**src/design/exu_defines.svh**
```systemverilog
`ifndef EXU_DEFINES_SVH
`define EXU_DEFINES_SVH

// Data path width.
`define EXU_XLEN        32

// Wishbone register map, byte offsets.
`define EXU_REG_OP1     4'h0
`define EXU_REG_OP2     4'h4
`define EXU_REG_INSTR   4'h8
`define EXU_REG_RESULT  4'hC

// One iteration per operand bit.
`define EXU_MD_STEPS    32

`endif

```
**src/design/exu_pkg.sv**
```systemverilog
`include "exu_defines.svh"

package exu_pkg;

    // ==========================================================
    // Instruction word, R-type and I-type views.
    // ==========================================================
    typedef struct packed {
        logic [6:0] funct7;
        logic [4:0] rs2;
        logic [4:0] rs1;
        logic [2:0] funct3;
        logic [4:0] rd;
        logic [6:0] opcode;
    } exu_rtype_t;

    typedef struct packed {
        logic [11:0] imm;
        logic [4:0]  rs1;
        logic [2:0]  funct3;
        logic [4:0]  rd;
        logic [6:0]  opcode;
    } exu_itype_t;

    typedef union packed {
        exu_rtype_t r;
        exu_itype_t i;
    } exu_instr_u;

    typedef enum logic [4:0] {
        ADD, SUB, SLL, SLT, SLTU, XOR, SRL, SRA, OR, AND,
        MUL, MULH, MULHSU, MULHU, DIV, DIVU, REM, REMU,
        ILLEGAL
    } exu_op_e;

    // ==========================================================
    // Stage to stage payloads.
    // ==========================================================
    typedef struct packed {
        logic                 valid;
        exu_instr_u           instr;
        logic [`EXU_XLEN-1:0] op1;
        logic [`EXU_XLEN-1:0] op2;
    } exu_issue_t;

    typedef struct packed {
        logic                 valid;
        exu_op_e              op;
        logic [`EXU_XLEN-1:0] op1;
        logic [`EXU_XLEN-1:0] op2;
    } exu_ctrl_t;

    typedef struct packed {
        logic                 valid;
        logic [`EXU_XLEN-1:0] result;
    } exu_res_t;

endpackage

```
**src/design/exu_alu.sv**
```systemverilog
`timescale 1ns/1ps

module exu_alu
(
    input  exu_pkg::exu_op_e    i_op,
    input  logic [31:0]         i_op1,
    input  logic [31:0]         i_op2,
    output logic [31:0]         o_result
);

    logic           sub;
    logic [32:0]    sum;
    logic           lts;
    logic           ltu;
    logic [4:0]     shamt;

    // ==========================================================
    // Adder, shared by add, subtract and both compares.
    // ==========================================================
    assign sub = i_op inside {exu_pkg::SUB, exu_pkg::SLT, exu_pkg::SLTU};
    assign sum = {1'b0, i_op1} + {1'b0, i_op2 ^ {32{sub}}} + 33'(sub);

    // No carry out of op1 - op2 means a borrow.
    assign ltu = ~sum[32];
    assign lts = (i_op1[31] ^ i_op2[31]) ? i_op1[31] : sum[31];

    assign shamt = i_op2[4:0];

    always_comb
    begin
        case (i_op)
        exu_pkg::ADD,
        exu_pkg::SUB:  o_result = sum[31:0];
        exu_pkg::SLT:  o_result = {31'd0, lts};
        exu_pkg::SLTU: o_result = {31'd0, ltu};
        exu_pkg::XOR:  o_result = i_op1 ^ i_op2;
        exu_pkg::OR:   o_result = i_op1 | i_op2;
        exu_pkg::AND:  o_result = i_op1 & i_op2;
        exu_pkg::SLL:  o_result = i_op1 << shamt;
        exu_pkg::SRL:  o_result = i_op1 >> shamt;
        exu_pkg::SRA:  o_result = $signed(i_op1) >>> shamt;
        default:       o_result = '0;
        endcase
    end

endmodule

```
**src/design/exu_decode.sv**
```systemverilog
`timescale 1ns/1ps

module exu_decode
(
    input  logic                    i_clk,
    input  logic                    i_rst_n,
    input  exu_pkg::exu_issue_t     i_issue,
    output exu_pkg::exu_ctrl_t      o_ctrl
);

    localparam logic [6:0] OPC_OP     = 7'b0110011;
    localparam logic [6:0] OPC_OP_IMM = 7'b0010011;
    localparam logic [6:0] F7_BASE    = 7'b0000000;
    localparam logic [6:0] F7_ALT     = 7'b0100000;
    localparam logic [6:0] F7_MULDIV  = 7'b0000001;

    exu_pkg::exu_instr_u    instr;
    exu_pkg::exu_op_e       base_op;
    exu_pkg::exu_op_e       op;
    logic [31:0]            op2;
    logic                   valid_q;
    exu_pkg::exu_op_e       op_q;
    logic [31:0]            op1_q;
    logic [31:0]            op2_q;

    assign instr = i_issue.instr;

    // Operation for funct7 == 0, shared by OP and OP-IMM.
    always_comb
    begin
        case (instr.r.funct3)
        3'd0:    base_op = exu_pkg::ADD;
        3'd1:    base_op = exu_pkg::SLL;
        3'd2:    base_op = exu_pkg::SLT;
        3'd3:    base_op = exu_pkg::SLTU;
        3'd4:    base_op = exu_pkg::XOR;
        3'd5:    base_op = exu_pkg::SRL;
        3'd6:    base_op = exu_pkg::OR;
        default: base_op = exu_pkg::AND;
        endcase
    end

    always_comb
    begin
        op  = exu_pkg::ILLEGAL;
        op2 = i_issue.op2;
        case (instr.r.opcode)
        OPC_OP:
        begin
            if (instr.r.funct7 == F7_MULDIV)
            begin
                case (instr.r.funct3)
                3'd0:    op = exu_pkg::MUL;
                3'd1:    op = exu_pkg::MULH;
                3'd2:    op = exu_pkg::MULHSU;
                3'd3:    op = exu_pkg::MULHU;
                3'd4:    op = exu_pkg::DIV;
                3'd5:    op = exu_pkg::DIVU;
                3'd6:    op = exu_pkg::REM;
                default: op = exu_pkg::REMU;
                endcase
            end
            else if (instr.r.funct7 == F7_BASE)
                op = base_op;
            else if (instr.r.funct7 == F7_ALT && instr.r.funct3 == 3'd0)
                op = exu_pkg::SUB;
            else if (instr.r.funct7 == F7_ALT && instr.r.funct3 == 3'd5)
                op = exu_pkg::SRA;
        end
        OPC_OP_IMM:
        begin
            op2 = {{20{instr.i.imm[11]}}, instr.i.imm};
            if (instr.i.funct3 == 3'd1 || instr.i.funct3 == 3'd5)
            begin
                // Shamt sits in the rs2 slot; bit 30 selects SRAI.
                op2 = {27'd0, instr.r.rs2};
                if (instr.r.funct7 == F7_BASE)
                    op = base_op;
                else if (instr.r.funct7 == F7_ALT && instr.i.funct3 == 3'd5)
                    op = exu_pkg::SRA;
            end
            else
                op = base_op;
        end
        default:
            op = exu_pkg::ILLEGAL;
        endcase
    end

    always_ff @(posedge i_clk or negedge i_rst_n)
    begin
        if (!i_rst_n)
            valid_q <= 1'b0;
        else
            valid_q <= i_issue.valid;
    end

    always_ff @(posedge i_clk)
    begin
        if (i_issue.valid)
        begin
            op_q  <= op;
            op1_q <= i_issue.op1;
            op2_q <= op2;
        end
    end

    always_comb
    begin
        o_ctrl.valid = valid_q;
        o_ctrl.op    = op_q;
        o_ctrl.op1   = op1_q;
        o_ctrl.op2   = op2_q;
    end

endmodule

```
**src/design/exu_execute.sv**
```systemverilog
`timescale 1ns/1ps
`include "exu_defines.svh"

module exu_execute
(
    input  logic                    i_clk,
    input  logic                    i_rst_n,
    input  exu_pkg::exu_ctrl_t      i_ctrl,
    output exu_pkg::exu_res_t       o_res
);

    typedef enum logic {
        IDLE,
        WAIT
    } state_e;

    state_e                 state;
    logic                   is_md;
    logic                   alu_take;
    logic                   md_start;
    logic                   md_done;
    logic                   res_valid;
    logic [`EXU_XLEN-1:0]   alu_result;
    logic [`EXU_XLEN-1:0]   md_result;
    logic [`EXU_XLEN-1:0]   res_q;

    assign is_md = i_ctrl.op inside {exu_pkg::MUL, exu_pkg::MULH, exu_pkg::MULHSU,
                                     exu_pkg::MULHU, exu_pkg::DIV, exu_pkg::DIVU,
                                     exu_pkg::REM, exu_pkg::REMU};

    assign alu_take = (state == IDLE) & i_ctrl.valid & ~is_md;
    assign md_start = (state == IDLE) & i_ctrl.valid & is_md;

    exu_alu u_alu
    (
        .i_op       (i_ctrl.op),
        .i_op1      (i_ctrl.op1),
        .i_op2      (i_ctrl.op2),
        .o_result   (alu_result)
    );

    exu_muldiv u_muldiv
    (
        .i_clk      (i_clk),
        .i_rst_n    (i_rst_n),
        .i_start    (md_start),
        .i_op       (i_ctrl.op),
        .i_op1      (i_ctrl.op1),
        .i_op2      (i_ctrl.op2),
        .o_done     (md_done),
        .o_result   (md_result)
    );

    always_ff @(posedge i_clk or negedge i_rst_n)
    begin
        if (!i_rst_n)
        begin
            state     <= IDLE;
            res_valid <= 1'b0;
        end
        else
        begin
            res_valid <= alu_take | ((state == WAIT) & md_done);
            case (state)
            IDLE:    if (md_start) state <= WAIT;
            WAIT:    if (md_done) state <= IDLE;
            default: state <= IDLE;
            endcase
        end
    end

    always_ff @(posedge i_clk)
    begin
        if (alu_take)
            res_q <= alu_result;
        else if (md_done)
            res_q <= md_result;
    end

    always_comb
    begin
        o_res.valid  = res_valid;
        o_res.result = res_q;
    end

    // The bus front end holds new work until the result is out.
    a_no_ctrl_in_wait: assert property (@(posedge i_clk) disable iff (!i_rst_n)
        (state == WAIT) |-> !i_ctrl.valid);

endmodule

```
**src/design/exu_muldiv.sv**
```systemverilog
`timescale 1ns/1ps
`include "exu_defines.svh"

module exu_muldiv
(
    input  logic                    i_clk,
    input  logic                    i_rst_n,
    input  logic                    i_start,
    input  exu_pkg::exu_op_e        i_op,
    input  logic [`EXU_XLEN-1:0]    i_op1,
    input  logic [`EXU_XLEN-1:0]    i_op2,
    output logic                    o_done,
    output logic [`EXU_XLEN-1:0]    o_result
);

    localparam int XLEN  = `EXU_XLEN;
    localparam int CNT_W = $clog2(`EXU_MD_STEPS);

    logic                   op1_signed;
    logic                   op2_signed;
    logic                   is_div;
    logic                   op1_neg;
    logic                   op2_neg;
    logic [XLEN-1:0]        op1_mag;
    logic [XLEN-1:0]        op2_mag;
    logic                   running;
    logic [CNT_W-1:0]       cnt;
    exu_pkg::exu_op_e       op_q;
    logic                   div_q;
    logic                   neg_q;
    logic                   rem_neg_q;
    logic [XLEN-1:0]        acc;
    logic [XLEN-1:0]        lo;
    logic [XLEN-1:0]        mcand;
    logic [XLEN:0]          mul_sum;
    logic [XLEN:0]          div_shift;
    logic [XLEN+1:0]        div_trial;
    logic                   div_ge;
    logic [2*XLEN-1:0]      prod;
    logic [XLEN-1:0]        quo;
    logic [XLEN-1:0]        rem;

    assign op1_signed = i_op inside {exu_pkg::MULH, exu_pkg::MULHSU, exu_pkg::DIV, exu_pkg::REM};
    assign op2_signed = i_op inside {exu_pkg::MULH, exu_pkg::DIV, exu_pkg::REM};
    assign is_div     = i_op inside {exu_pkg::DIV, exu_pkg::DIVU, exu_pkg::REM, exu_pkg::REMU};

    assign op1_neg = op1_signed & i_op1[XLEN-1];
    assign op2_neg = op2_signed & i_op2[XLEN-1];
    assign op1_mag = op1_neg ? -i_op1 : i_op1;
    assign op2_mag = op2_neg ? -i_op2 : i_op2;

    // ==========================================================
    // One step per cycle, for both multiply and divide.
    // ==========================================================
    assign mul_sum   = {1'b0, acc} + (lo[0] ? {1'b0, mcand} : '0);
    assign div_shift = {acc, lo[XLEN-1]};
    assign div_trial = {1'b0, div_shift} - {2'b00, mcand};
    assign div_ge    = ~div_trial[XLEN+1];

    always_ff @(posedge i_clk or negedge i_rst_n)
    begin
        if (!i_rst_n)
        begin
            running <= 1'b0;
            cnt     <= '0;
            o_done  <= 1'b0;
        end
        else
        begin
            o_done <= 1'b0;
            if (i_start)
            begin
                running <= 1'b1;
                cnt     <= '0;
            end
            else if (running)
            begin
                cnt <= cnt + 1'b1;
                if (cnt == CNT_W'(`EXU_MD_STEPS - 1))
                begin
                    running <= 1'b0;
                    o_done  <= 1'b1;
                end
            end
        end
    end

    always_ff @(posedge i_clk)
    begin
        if (i_start)
        begin
            op_q      <= i_op;
            div_q     <= is_div;
            // Divide by zero keeps the all-ones quotient unsigned.
            neg_q     <= (op1_neg ^ op2_neg) & ~(is_div & (i_op2 == '0));
            rem_neg_q <= op1_neg;
            acc       <= '0;
            lo        <= is_div ? op1_mag : op2_mag;
            mcand     <= is_div ? op2_mag : op1_mag;
        end
        else if (running)
        begin
            if (div_q)
            begin
                acc <= div_ge ? div_trial[XLEN-1:0] : div_shift[XLEN-1:0];
                lo  <= {lo[XLEN-2:0], div_ge};
            end
            else
            begin
                acc <= mul_sum[XLEN:1];
                lo  <= {mul_sum[0], lo[XLEN-1:1]};
            end
        end
    end

    // Sign correction on the magnitude results.
    assign prod = neg_q ? -{acc, lo} : {acc, lo};
    assign quo  = neg_q ? -lo : lo;
    assign rem  = rem_neg_q ? -acc : acc;

    always_comb
    begin
        case (op_q)
        exu_pkg::MUL:     o_result = prod[XLEN-1:0];
        exu_pkg::MULH,
        exu_pkg::MULHSU,
        exu_pkg::MULHU:   o_result = prod[2*XLEN-1:XLEN];
        exu_pkg::DIV,
        exu_pkg::DIVU:    o_result = quo;
        exu_pkg::REM,
        exu_pkg::REMU:    o_result = rem;
        default:          o_result = '0;
        endcase
    end

endmodule

```
**src/design/exu_top.sv**
```systemverilog
`timescale 1ns/1ps
`include "exu_defines.svh"

module exu_top
(
    input  logic                    i_clk,
    input  logic                    i_rst_n,
    input  logic                    i_wb_cyc,
    input  logic                    i_wb_stb,
    input  logic                    i_wb_we,
    input  logic [3:0]              i_wb_adr,
    input  logic [`EXU_XLEN-1:0]    i_wb_dat,
    output logic [`EXU_XLEN-1:0]    o_wb_dat,
    output logic                    o_wb_ack
);

    exu_pkg::exu_issue_t    issue;
    exu_pkg::exu_ctrl_t     ctrl;
    exu_pkg::exu_res_t      res;

    exu_wb_slave u_wb_slave
    (
        .i_clk      (i_clk),
        .i_rst_n    (i_rst_n),
        .i_wb_cyc   (i_wb_cyc),
        .i_wb_stb   (i_wb_stb),
        .i_wb_we    (i_wb_we),
        .i_wb_adr   (i_wb_adr),
        .i_wb_dat   (i_wb_dat),
        .o_wb_dat   (o_wb_dat),
        .o_wb_ack   (o_wb_ack),
        .o_issue    (issue),
        .i_res      (res)
    );

    exu_decode u_decode
    (
        .i_clk      (i_clk),
        .i_rst_n    (i_rst_n),
        .i_issue    (issue),
        .o_ctrl     (ctrl)
    );

    exu_execute u_execute
    (
        .i_clk      (i_clk),
        .i_rst_n    (i_rst_n),
        .i_ctrl     (ctrl),
        .o_res      (res)
    );

endmodule

```
**src/design/exu_wb_slave.sv**
```systemverilog
`timescale 1ns/1ps
`include "exu_defines.svh"

module exu_wb_slave
(
    input  logic                    i_clk,
    input  logic                    i_rst_n,
    input  logic                    i_wb_cyc,
    input  logic                    i_wb_stb,
    input  logic                    i_wb_we,
    input  logic [3:0]              i_wb_adr,
    input  logic [`EXU_XLEN-1:0]    i_wb_dat,
    output logic [`EXU_XLEN-1:0]    o_wb_dat,
    output logic                    o_wb_ack,
    output exu_pkg::exu_issue_t     o_issue,
    input  exu_pkg::exu_res_t       i_res
);

    logic                   req;
    logic                   ack_next;
    logic                   issue_next;
    logic [`EXU_XLEN-1:0]   rd_next;
    logic                   busy;
    logic                   issue_valid;
    logic [`EXU_XLEN-1:0]   op1_q;
    logic [`EXU_XLEN-1:0]   op2_q;
    logic [`EXU_XLEN-1:0]   result_q;
    exu_pkg::exu_instr_u    instr_q;

    // A request is served once; ack drops before the next one.
    assign req = i_wb_cyc & i_wb_stb & ~o_wb_ack;

    always_comb
    begin
        ack_next   = 1'b0;
        issue_next = 1'b0;
        rd_next    = '0;
        if (req)
        begin
            case (i_wb_adr)
            `EXU_REG_OP1:
            begin
                ack_next = 1'b1;
                rd_next  = op1_q;
            end
            `EXU_REG_OP2:
            begin
                ack_next = 1'b1;
                rd_next  = op2_q;
            end
            `EXU_REG_INSTR:
            begin
                // Back-pressure while an instruction is in flight.
                ack_next   = ~(i_wb_we & busy);
                issue_next = i_wb_we & ~busy;
                rd_next    = instr_q;
            end
            `EXU_REG_RESULT:
            begin
                ack_next = i_wb_we | ~busy;
                rd_next  = result_q;
            end
            default:
                ack_next = 1'b1;
            endcase
        end
    end

    always_ff @(posedge i_clk or negedge i_rst_n)
    begin
        if (!i_rst_n)
        begin
            o_wb_ack    <= 1'b0;
            issue_valid <= 1'b0;
            busy        <= 1'b0;
            result_q    <= '0;
        end
        else
        begin
            o_wb_ack    <= ack_next;
            issue_valid <= issue_next;
            if (issue_next)
                busy <= 1'b1;
            else if (i_res.valid)
                busy <= 1'b0;
            if (i_res.valid)
                result_q <= i_res.result;
        end
    end

    always_ff @(posedge i_clk)
    begin
        if (req && i_wb_we && i_wb_adr == `EXU_REG_OP1)
            op1_q <= i_wb_dat;
        if (req && i_wb_we && i_wb_adr == `EXU_REG_OP2)
            op2_q <= i_wb_dat;
        if (issue_next)
            instr_q <= i_wb_dat;
        if (ack_next)
            o_wb_dat <= rd_next;
    end

    always_comb
    begin
        o_issue.valid = issue_valid;
        o_issue.instr = instr_q;
        o_issue.op1   = op1_q;
        o_issue.op2   = op2_q;
    end

    // The master still holds the strobe when ack comes up.
    a_ack_needs_stb: assert property (@(posedge i_clk) disable iff (!i_rst_n)
        $rose(o_wb_ack) |-> i_wb_cyc && i_wb_stb);

endmodule

```
**config.mk**
```make
export PLATFORM = sky130hd
export DESIGN_NAME = exu_top
export DESIGN_NICKNAME = d
export VERILOG_FILES = /design/src/design/exu_pkg.sv /design/src/design/exu_alu.sv /design/src/design/exu_decode.sv /design/src/design/exu_execute.sv /design/src/design/exu_muldiv.sv /design/src/design/exu_top.sv /design/src/design/exu_wb_slave.sv
export VERILOG_INCLUDE_DIRS = /design/src /design/src/design
export SDC_FILE = /design/constraint.sdc
export NUM_CORES = 1
export LEC_CHECK = 0
export ABC_AREA = 1
export BUFFER_PORTS_ARGS = -buffer_cell sky130_fd_sc_hd__buf_2
export CELL_PAD_IN_SITES_DETAIL_PLACEMENT = 1
export CELL_PAD_IN_SITES_GLOBAL_PLACEMENT = 1
export CORE_MARGIN = 2
export CORE_UTILIZATION = 38
export DETAILED_ROUTE_END_ITERATION = 8
export PLACE_DENSITY_LB_ADDON = 0.12
export SLEW_MARGIN = 20
export SYNTH_ARGS = -nofsm -noshare
export SYNTH_HDL_FRONTEND = slang
export SYNTH_SLANG_ARGS = --single-unit
```
**constraint.sdc**
```tcl
create_clock -name i_clk -period 4 [get_ports i_clk]
set_input_delay 0.6 -clock i_clk [delete_from_list [all_inputs] [get_ports i_clk]]
set_output_delay 0.6 -clock i_clk [all_outputs]
set_load 0.01 [all_outputs]
```
== Word-level counts from Yosys, hierarchy flattened ==
Index checks and enable logic that the tools add are counted.
Word-level totals
  register bits after elaboration: 378
  bits in latches: 0
  memory bits (writable): 0
  bits in read-only memories: 0
  input port bits: 41
  output and inout bits: 33
  logic and storage cells: 175
  memories: 0
Cells by class
  add/subtract/negate cells: 10
  multiply operators: 0
  divide/modulo/power cells: 0
  order comparisons: 0
  equal/unequal tests: 39
  shift-type cells: 3
  muxes and demuxes: 47
  bitwise operators: 28
  reductions and logical operators: 23
Operators with widths (number)
  32-bit 2-to-1 mux: 16
  32-bit one-hot mux with 9 select lines: 1
  32-bit one-hot mux with 4 select lines: 2
  32-bit negator: 4
  5-bit by 4-bit equality test with 1-bit output (second input constant): 14
  32-bit by 32-bit adder with 33-bit output: 2
  64-bit 2-to-1 mux: 1
  64-bit negator: 1
  32-bit XOR: 2
  5-bit 2-to-1 mux: 8
  5-bit one-hot mux with 7 select lines: 1
  33-bit by 32-bit subtractor with 34-bit output: 1
  33-bit by 1-bit adder with 33-bit output: 1
  32-bit bitwise AND: 1
  32-bit zero test: 1
  32-bit bitwise OR: 1
  32-bit by 5-bit << shifter with 32-bit output: 1
  32-bit by 5-bit right shift with 32-bit output: 1
  32-bit by 5-bit >>> shifter with 32-bit output: 1
  4-bit one-hot mux with 7 select lines: 1
  5-bit equality test (second input constant): 5
  5-bit by 3-bit equality test with 1-bit output (second input constant): 4
  7-bit by 6-bit equality test with 1-bit output (second input constant): 2
  1-bit 2-to-1 mux: 14
  other kinds (28): 64

== Logic depth before layout (Yosys ltp) ==
Gate-level depths: netlist of the first run.
  word-level depth: 8
  mapped depth: 23

== Modules after synthesis ==
From an unflattened synthesis of the first run, not the netlist that was laid out.
Second synthesis, totals
  cells, all modules: 5257
  area total of the unflattened synthesis: 34639.5 µm²
Modules (own cells, without submodules)
  exu_muldiv: instances 1, cells each 2910, area each 16188.0 µm², sequential area each 2977.9 µm²
  exu_alu: instances 1, cells each 1377, area each 7513.5 µm², sequential area each 0.0 µm²
  exu_wb_slave: instances 1, cells each 581, area each 6515.0 µm², sequential area each 4719.5 µm²
  exu_decode: instances 1, cells each 229, area each 2839.0 µm², sequential area each 2097.0 µm²
  exu_execute: instances 1, cells each 160, area each 1584.0 µm², sequential area each 1011.0 µm²

== Worst setup path before layout of the first run ==
No wires, ideal clock.
  kind: input port to flip-flop
  start: input i_wb_adr[1]
  end: register u_wb_slave.instr_q[0] in the netlist's numbering (enable)
  setup time: 507 ps
  arrival: 4248 ps
  data required time: 3493 ps
  path slack: -754 ps
  stages: 3
  path buffers: 0
  cell sequence: nor2_1 nand3_1 nor4_1
Between the ends
  word-level cells in the longest chain between the ends: 3
Ends and longest elaborated chain
  start: declaration: line exu_top.sv:11  | input logic [3:0] i_wb_adr,
  4-bit equality test: line exu_wb_slave.sv:40  | case (i_wb_adr)
  1-bit 2-to-1 mux: line exu_wb_slave.sv:40
  1-bit 2-to-1 mux: line exu_wb_slave.sv:38  | if (req)
  net u_wb_slave.issue_next: line exu_wb_slave.sv:21  | logic issue_next;
  end signal: assignment: line exu_wb_slave.sv:98  | instr_q <= i_wb_dat;
  end: declaration: line exu_wb_slave.sv:28  | exu_pkg::exu_instr_u instr_q;
The timed path passes the listed nets, and every way through them passes these cells.
A chain may end at the register's enable or synchronous reset.

== Final worst setup path of the first run ==
  start: register u_decode.op_q[0]
  end: register u_execute.res_q[15] (data pin)
Between the ends
  word-level cells in the longest chain between the ends: 7
  elaborated cells between the ends (all ways): 28
  classes of those cells: 2 x add/sub; 17 x eq/ne; 2 x mux; 3 x bitwise; 4 x reduce/logical
Ends and longest elaborated chain
  start: declaration: line exu_decode.sv:22  | exu_pkg::exu_op_e op_q;
  start signal: assignment: line exu_decode.sv:102  | op_q <= op;
  5-bit by 1-bit equality test with 1-bit output (tied with other cells): line exu_alu.sv:20, exu_alu.sv:31
  3-bit nonzero test: line exu_alu.sv:20  | assign sub = i_op inside {exu_pkg::SUB, exu_pkg::SLT, exu_pkg::SLTU};
  32-bit XOR: line exu_alu.sv:21  | assign sum = {1'b0, i_op1} + {1'b0, i_op2 ^ {32{sub}}} + 33'(sub);
  32-bit by 32-bit adder with 33-bit output: line exu_alu.sv:21
  33-bit by 1-bit adder with 33-bit output: line exu_alu.sv:21
  32-bit one-hot mux with 9 select lines: line exu_alu.sv:31  | case (i_op)
  32-bit 2-to-1 mux (*): line exu_execute.sv:74  | if (alu_take)
  end signal: assignment: line exu_execute.sv:75  | res_q <= alu_result;
  end signal: assignment: line exu_execute.sv:77  | res_q <= md_result;
  end: declaration: line exu_execute.sv:25  | logic [`EXU_XLEN-1:0] res_q;
Mark *: on every way between the ends. The rest lies on a longest branch, timed or not.

==> metrics.txt, run 1 <==
outcome complete, no violations; Final Wtd Congestion 1.08; Net Sw Power 3220 uW; final slew viol count 0; FF+latch count, synth 378; Setup-failing EPs final 0; hpwl dp 141 mm; Most used DFF post-synth edfxtp_1; Combinational Power Share 16.9%; CP peak stage delay 0.98 ns; clock power share between 30% and 40%; WS Path Type reg -> reg; cell area power density 283 mW/mm2; register share of total power roughly 43%; clock sinks 378; syn_area_per_cell 7.04 um2; relative slew slack 30.1%; R2R depth 12; post-route ant nets 0; Starting DRT DRC Count 3565; DRC viols 0; TritonCTS clock tree yes; CTS root buffer clkbuf_16; Die W 296 um; Area Overhead vs Synth 12.1%; crit path DAT 4.23 ns; worst-path cell chain buf_4 -> inv_1 -> nor2_1 -> nand2_1 -> inv_1 -> a221oi_1 -> nand3_1 -> nor3_1 -> o21ai_2 -> buf_4 -> nand2_1 -> nand2_1; I/O pin cnt 74; clk_skew roughly 0.060 ns; max cap viols 0; CTS HTree Levels 2; Sw Ratio a little under a third; Peak VDD IR roughly 0.00043 V; Final #Nets 4935; Core Region 0.0849 mm2; ys async rst share about an eighth; Longest Clk Path Bufs 3; period utilization 95.9%; Pleak about 0.016 uW; DR vias 35100; share of cells above drive strength 1 9.00%; initial antenna violation count 3; Hold Crit Class in -> async; pre-CTS WS 0.0358 ns; Tmin final 3.84 ns; FP Rows between 100 and 150; Slew @ Worst Pin 1.02 ns; vias in the first global route approximately 34000; Clk Latency, worst-skew pair between 0.6 and 0.7 ns; Worst path depth 12; clk slew on worst S/H paths 0.07 ns; Post-synth EDFFs 301; drt total wl 175 mm; P_int 7050 uW; setup TNS 0 ns; global-route wire length before repair 246 mm; Syn Std Cell Area roughly 0.032 mm2; Yosys cell types 69; Final Hold Viols 0; Mapped Cells 4607; Max Fclk 261 MHz; Critical Path End Type register; average wire per standard cell 29.7 um; crit-path most repeated cell nand2_1; IO Port Bufs 73; startpoint types register; Worst Path Buf+Inv 4; router iterations before antenna repair 6; post-synthesis sequential area ratio 33.3%; Final WS setup around 0.16 ns; Total Power 10300 uW; critical path's top delay family compound AO/OA/AOI/OAI gates; pin count of the biggest net entering global routing 74; CP Data Required Time 4.39 ns; GRT Total Usage approximately two fifths; yosys warns 0; DIE AREA 0.0877 mm2; Post-CTS Setup Inserts 0; total gr overflow 0; slowest CP cell a221oi_1; Die Ht 296 um; CTS Buf Count 45; starting density of the core 38.2%; CP max FO 20; Post-Syn Nets 4821; routed vias/inst 5.95; unrepaired setup endpoints after global routing false
-- power groups by stage --
stage	combinational, uW	sequential (uW)	clock [uW]
after floorplan	934	4460	0
after global placement	1680	4530	0
after detailed placement	1700	4530	0
after CTS	1710	4450	4110
after global routing	1860	4450	4240
final	1740	4460	4080
-- final timing paths --
| path | to | startpoint | slack [ns] |
|---|---|---|---|
| worst max register to register | u_execute.res_q[15] | u_decode.op_q[0] | 0.16 |
| worst min-delay path | u_execute.u_muldiv.cnt[2] | i_rst_n | 0.03 |
| worst max-delay path | u_execute.res_q[15] | u_decode.op_q[0] | 0.16 |
| worst min register to register | u_decode.op1_q[2] | u_wb_slave.op1_q[2] | 0.44 |
| max in group asynchronous | u_wb_slave.result_q[18] | i_rst_n | 3.05 |
| min in group i_clk | u_wb_slave.op1_q[14] | i_wb_dat[14] | 0.18 |
-- cells by family (layout without fill, tap and decap cells) --
kind of cell / count (synthesis) / after routing / synth area share [%]
flops: 378 / 378 / 33.3
compound gates: 1061 / 1061 / 18.6
buf+inv: 688 / 838 / 8.39
other cells: 0 / 3 / 0
mux: 42 / 42 / 1.42
simple gates: 2122 / 2122 / 27.7
xor+xnor: 143 / 143 / 3.86
fa+ha+maj: 173 / 173 / 6.74
-- cell usage after synthesis (7+ instances only) --
cell         n  share of area [%]
a211oi_1    10               0.23
a21boi_0     8               0.19
a21o_1      14               0.32
a21oi_1    289                4.5
a221oi_1    44                1.2
a31oi_1     19               0.37
a32oi_1      8               0.22
buf_1       17               0.20
buf_2       48               0.74
buf_6        7               0.24
clkbuf_1   113                1.3
dfrtp_1     45                3.5
dfxtp_1     32                2.0
edfxtp_1   301                 28
ha_1       170                6.6
inv_1      482                5.6
inv_2       10               0.12
mux2_2      32                1.1
mux2i_1     10               0.31
nand2_1   1132                 13
nand3_1    291                4.5
nand3b_1    29               0.67
nand4_1     51               0.98
nor2_1     470                5.4
nor2_2       8               0.15
nor3_1      70                1.1
nor4_1      21               0.41
o211ai_1    39               0.90
o21a_1      27               0.62
o21ai_0    499                7.7
o21ai_1     17               0.26
o21bai_1    15               0.35
o221ai_1    15               0.41
o22ai_1     16               0.31
or2_2       15               0.29
xnor2_1     11               0.30
xor2_1     132                3.6
-- state kept, by name (all words and copies together) (netlist names), 5 cells and up --
register                  count
u_execute.u_muldiv.op_q       5
u_execute.res_q              32
u_execute.u_muldiv.lo        32
u_decode.op2_q               32
u_wb_slave.o_wb_dat          32
u_wb_slave.result_q          32
u_decode.op1_q               32
u_wb_slave.op1_q             32
u_decode.op_q                 5
u_execute.u_muldiv.cnt        5
u_execute.u_muldiv.mcand     32
u_execute.u_muldiv.acc       32
u_wb_slave.op2_q             32
u_wb_slave.instr_q           32
-- per-layer routing --
metal  share of wire, %  track usage (%)  up-vias  wire length [um]
met3                6.9             5.94      490             12100
li1                   -                -    15900                 -
met4                9.2             30.8        2             16100
met1                 39             47.3    17200             68200
met2                 45             62.6     1580             78800
met5             0.0063                0        -                11
-- what timing repair did --
action                     CTS  global route
setup endpoints to repair    0            22
gates resized for setup      0             8
hold endpoints to repair     0             0
hold buffers                 0             0
-- area by class of cell --
type                            count  area [um2]
Sequential cell                   378       10800
Clock buffer                       58        1210
Tap cell                         1144        1430
Antenna cell                        3        7.51
Timing Repair Buffer              258        1800
Fill cell                       10900       48500
Inverter                          497        1870
Clock inverter                     25         216
Multi-Input combinational cell   3541       19000
-- per-stage QoR --
step,instances,util [%],instance area (um2),hold WS [ns]
after global routing,5901,42.8,36300,0.0844
after floorplan,4607,-,32500,0.304
final,5904,42.8,36300,0.0300
after detailed placement,5818,41.1,34900,0.438
after CTS,5901,42.8,36300,0.0520
after global placement,5818,41.1,34900,0.432
-- cell usage in the layout (no fill, tap or decap), types with 8 or more instances in the layout --
master     synthesis  final
o21ai_1           17     21
clkbuf_16          0     45
or2_2             15     15
ha_1             170    170
nor4_1            21     19
nor2_1           470    466
edfxtp_1         301    301
o22ai_1           16     16
nand3b_1          29     29
buf_4              6    181
buf_2             48     73
xnor2_1           11     11
a21o_1            14     14
dfrtp_1           45     44
nor3_1            70     68
clkbuf_1         113      9
a21oi_1          289    288
mux2_2            32     32
o21bai_1          15     15
xor2_1           132    132
a31oi_1           19     19
inv_2             10     11
a32oi_1            8      8
clkinv_1           4     16
inv_1            482    480
a221oi_1          44     44
nand2_1         1132   1130
o221ai_1          15     15
nor2_2             8     12
a211oi_1          10     10
nand3_1          291    290
nand4_1           51     51
o21a_1            27     27
dfxtp_1           32     32
o211ai_1          39     39
o21ai_0          499    493
a21boi_0           8      8
mux2i_1           10     10
Note: power is estimated with default switching activity, not from simulation.
==> inputs of run 2 (changes only) <==
==> constraint.sdc (replaced) <==
create_clock -name i_clk -period 4 [get_ports i_clk]
set_input_delay 0.4 -clock i_clk [delete_from_list [all_inputs] [get_ports i_clk]]
set_output_delay 0.4 -clock i_clk [all_outputs]
set_load 0.01 [all_outputs]
==> metrics.txt, run 2 (same netlist as run 1, synthesis figures left out) <==
outcome complete, no violations; critical path's top delay family simple AND/OR/NAND/NOR gates; CTS HTree Levels 2; CP max FO 31; average wire per standard cell 29.5 um; unrepaired setup endpoints after global routing false; Longest Clk Path Bufs 3; Slew @ Worst Pin 1.00 ns; total gr overflow 0; hpwl dp 139 mm; Final Wtd Congestion approximately 1.1; crit path DAT 4.28 ns; Max Fclk roughly 260 MHz; starting density of the core 38.2%; period utilization 95.6%; Die Ht 296 um; Hold Crit Class in -> reg; Setup-failing EPs final 0; number of fill cells 10900; cell area power density 284 mW/mm2; setup TNS 0 ns; GRT Total Usage 39.0%; max cap viols 0; routed vias/inst 5.96; Peak VDD IR 0.000345 V; TritonCTS clock tree yes; IO Port Bufs 73; Starting DRT DRC Count between 3000 and 4000; clock sinks 378; Core Region 0.0849 mm2; WS Path Type reg -> reg; relative slew slack 31.5%; post-route ant nets 0; pin count of the biggest net entering global routing 83; startpoint types register; vias in the first global route 34400; commonest non-fill, non-tap cell in the layout nand2_1; CP Data Required Time 4.46 ns; initial antenna violation count 5; commonest non-fill, non-tap cells in the layout nand2_1, o21ai_0, inv_1; Final #Nets ~5000; router iterations before antenna repair 5; Placed Area 0.0349 mm2; CTS Buf Count between 40 and 50; CP peak stage delay 0.41 ns; Pleak 0.0158 uW; global-route wire length before repair between 200 and 250 mm; CTS root buffer clkbuf_16; clk_skew about 0.038 ns; crit-path most repeated cell nand2_1; I/O pin cnt 74; Post-CTS Setup Inserts 0; DIE AREA 0.0877 mm2; Tmin final 3.82 ns; DR vias approximately 35000; FP Rows between 100 and 150; share of cells above drive strength 1 9.15%; Worst Path Buf+Inv 1; Finished Cell Area 0.0366 mm2; final slew viol count 0; Clk Latency, worst-skew pair 0.63 ns; drt total wl 175 mm; Final Hold Viols 0; clk slew on worst S/H paths ~0.06 ns; Die W 296 um; slowest CP cell edfxtp_1; Critical Path End Type register; worst-path cell chain nor2_1 -> nand3_1 -> nand2_1 -> buf_12 -> xor2_1 -> ha_1 -> nand2_1 -> nor2_1 -> nand4_1 -> o21ai_0 -> o21ai_0 -> a21oi_1 -> nand3b_1 -> nand2_1 -> nand2_1; DRC viols 0; Area Overhead vs Synth 12.9%
==> run 2: metrics by stage <==
step	power (uW)	worst slack, ns	hold WS, ns	utilization, %	instances
2_1_floorplan	5400	0.194	0.104	-	4607
3_3_place_gp	6200	0.159	0.287	41.1	5821
3_5_place_dp	6200	0.149	0.289	41.1	5821
4_1_cts	10400	0.143	0.000774	43.1	5920
5_1_grt	10600	0.000552	0.0161	43.1	5920
6_report	10400	0.175	0.00858	43.1	5926
==> run 2: metal layers <==
metal	up-vias	GRT usage (%)	part of all wire (%)
met3	460	5.40	6.8
met5	-	0	0.019
met1	17300	47.7	39
met4	6	26.8	7.9
met2	1595	63.8	46
li1	15900	-	-
==> run 2: path summary, 6_finish.rpt <==
check | from | endpoint | slack [ns] | cells past startpoint
worst max-delay path | u_decode.op_q[3] | u_execute.res_q[12] | 0.18 | 15
worst min-delay path | i_wb_dat[18] | u_wb_slave.op2_q[18] | 0.009 | 1
worst max register to register | u_decode.op_q[3] | u_execute.res_q[12] | 0.18 | 15
worst min register to register | u_wb_slave.op1_q[6] | u_decode.op1_q[6] | 0.45 | 0
max in group asynchronous | i_rst_n | u_wb_slave.issue_valid | 2.86 | 3
min in group asynchronous | i_rst_n | u_execute.u_muldiv.cnt[2] | 0.17 | 2
==> run 2: power by group <==
part / internal (uW) / switching (uW)
Sequential: 4290 / 168
Clock: 2380 / 1820
Combinational: 529 / 1200
Total: 7200 / 3190
==> run 2: what timing repair did <==
item | in CTS | in global routing
setup endpoints to repair | 0 | 7
hold buffers | 19 | 0
resized for setup | 0 | 11
hold endpoints to repair | 57 | 0
==> run 2: layout make-up <==
class	instances	area [um2]	area share, %
clock buffer	63	1200	3.28
multi-input combinational	3541	19000	51.9
clock inverter	17	254	0.694
tap	1144	1430	3.91
inverter	497	1870	5.11
timing repair buffer	280	2040	5.58
sequential	378	10800	29.5
antenna	6	15.0	0.0410
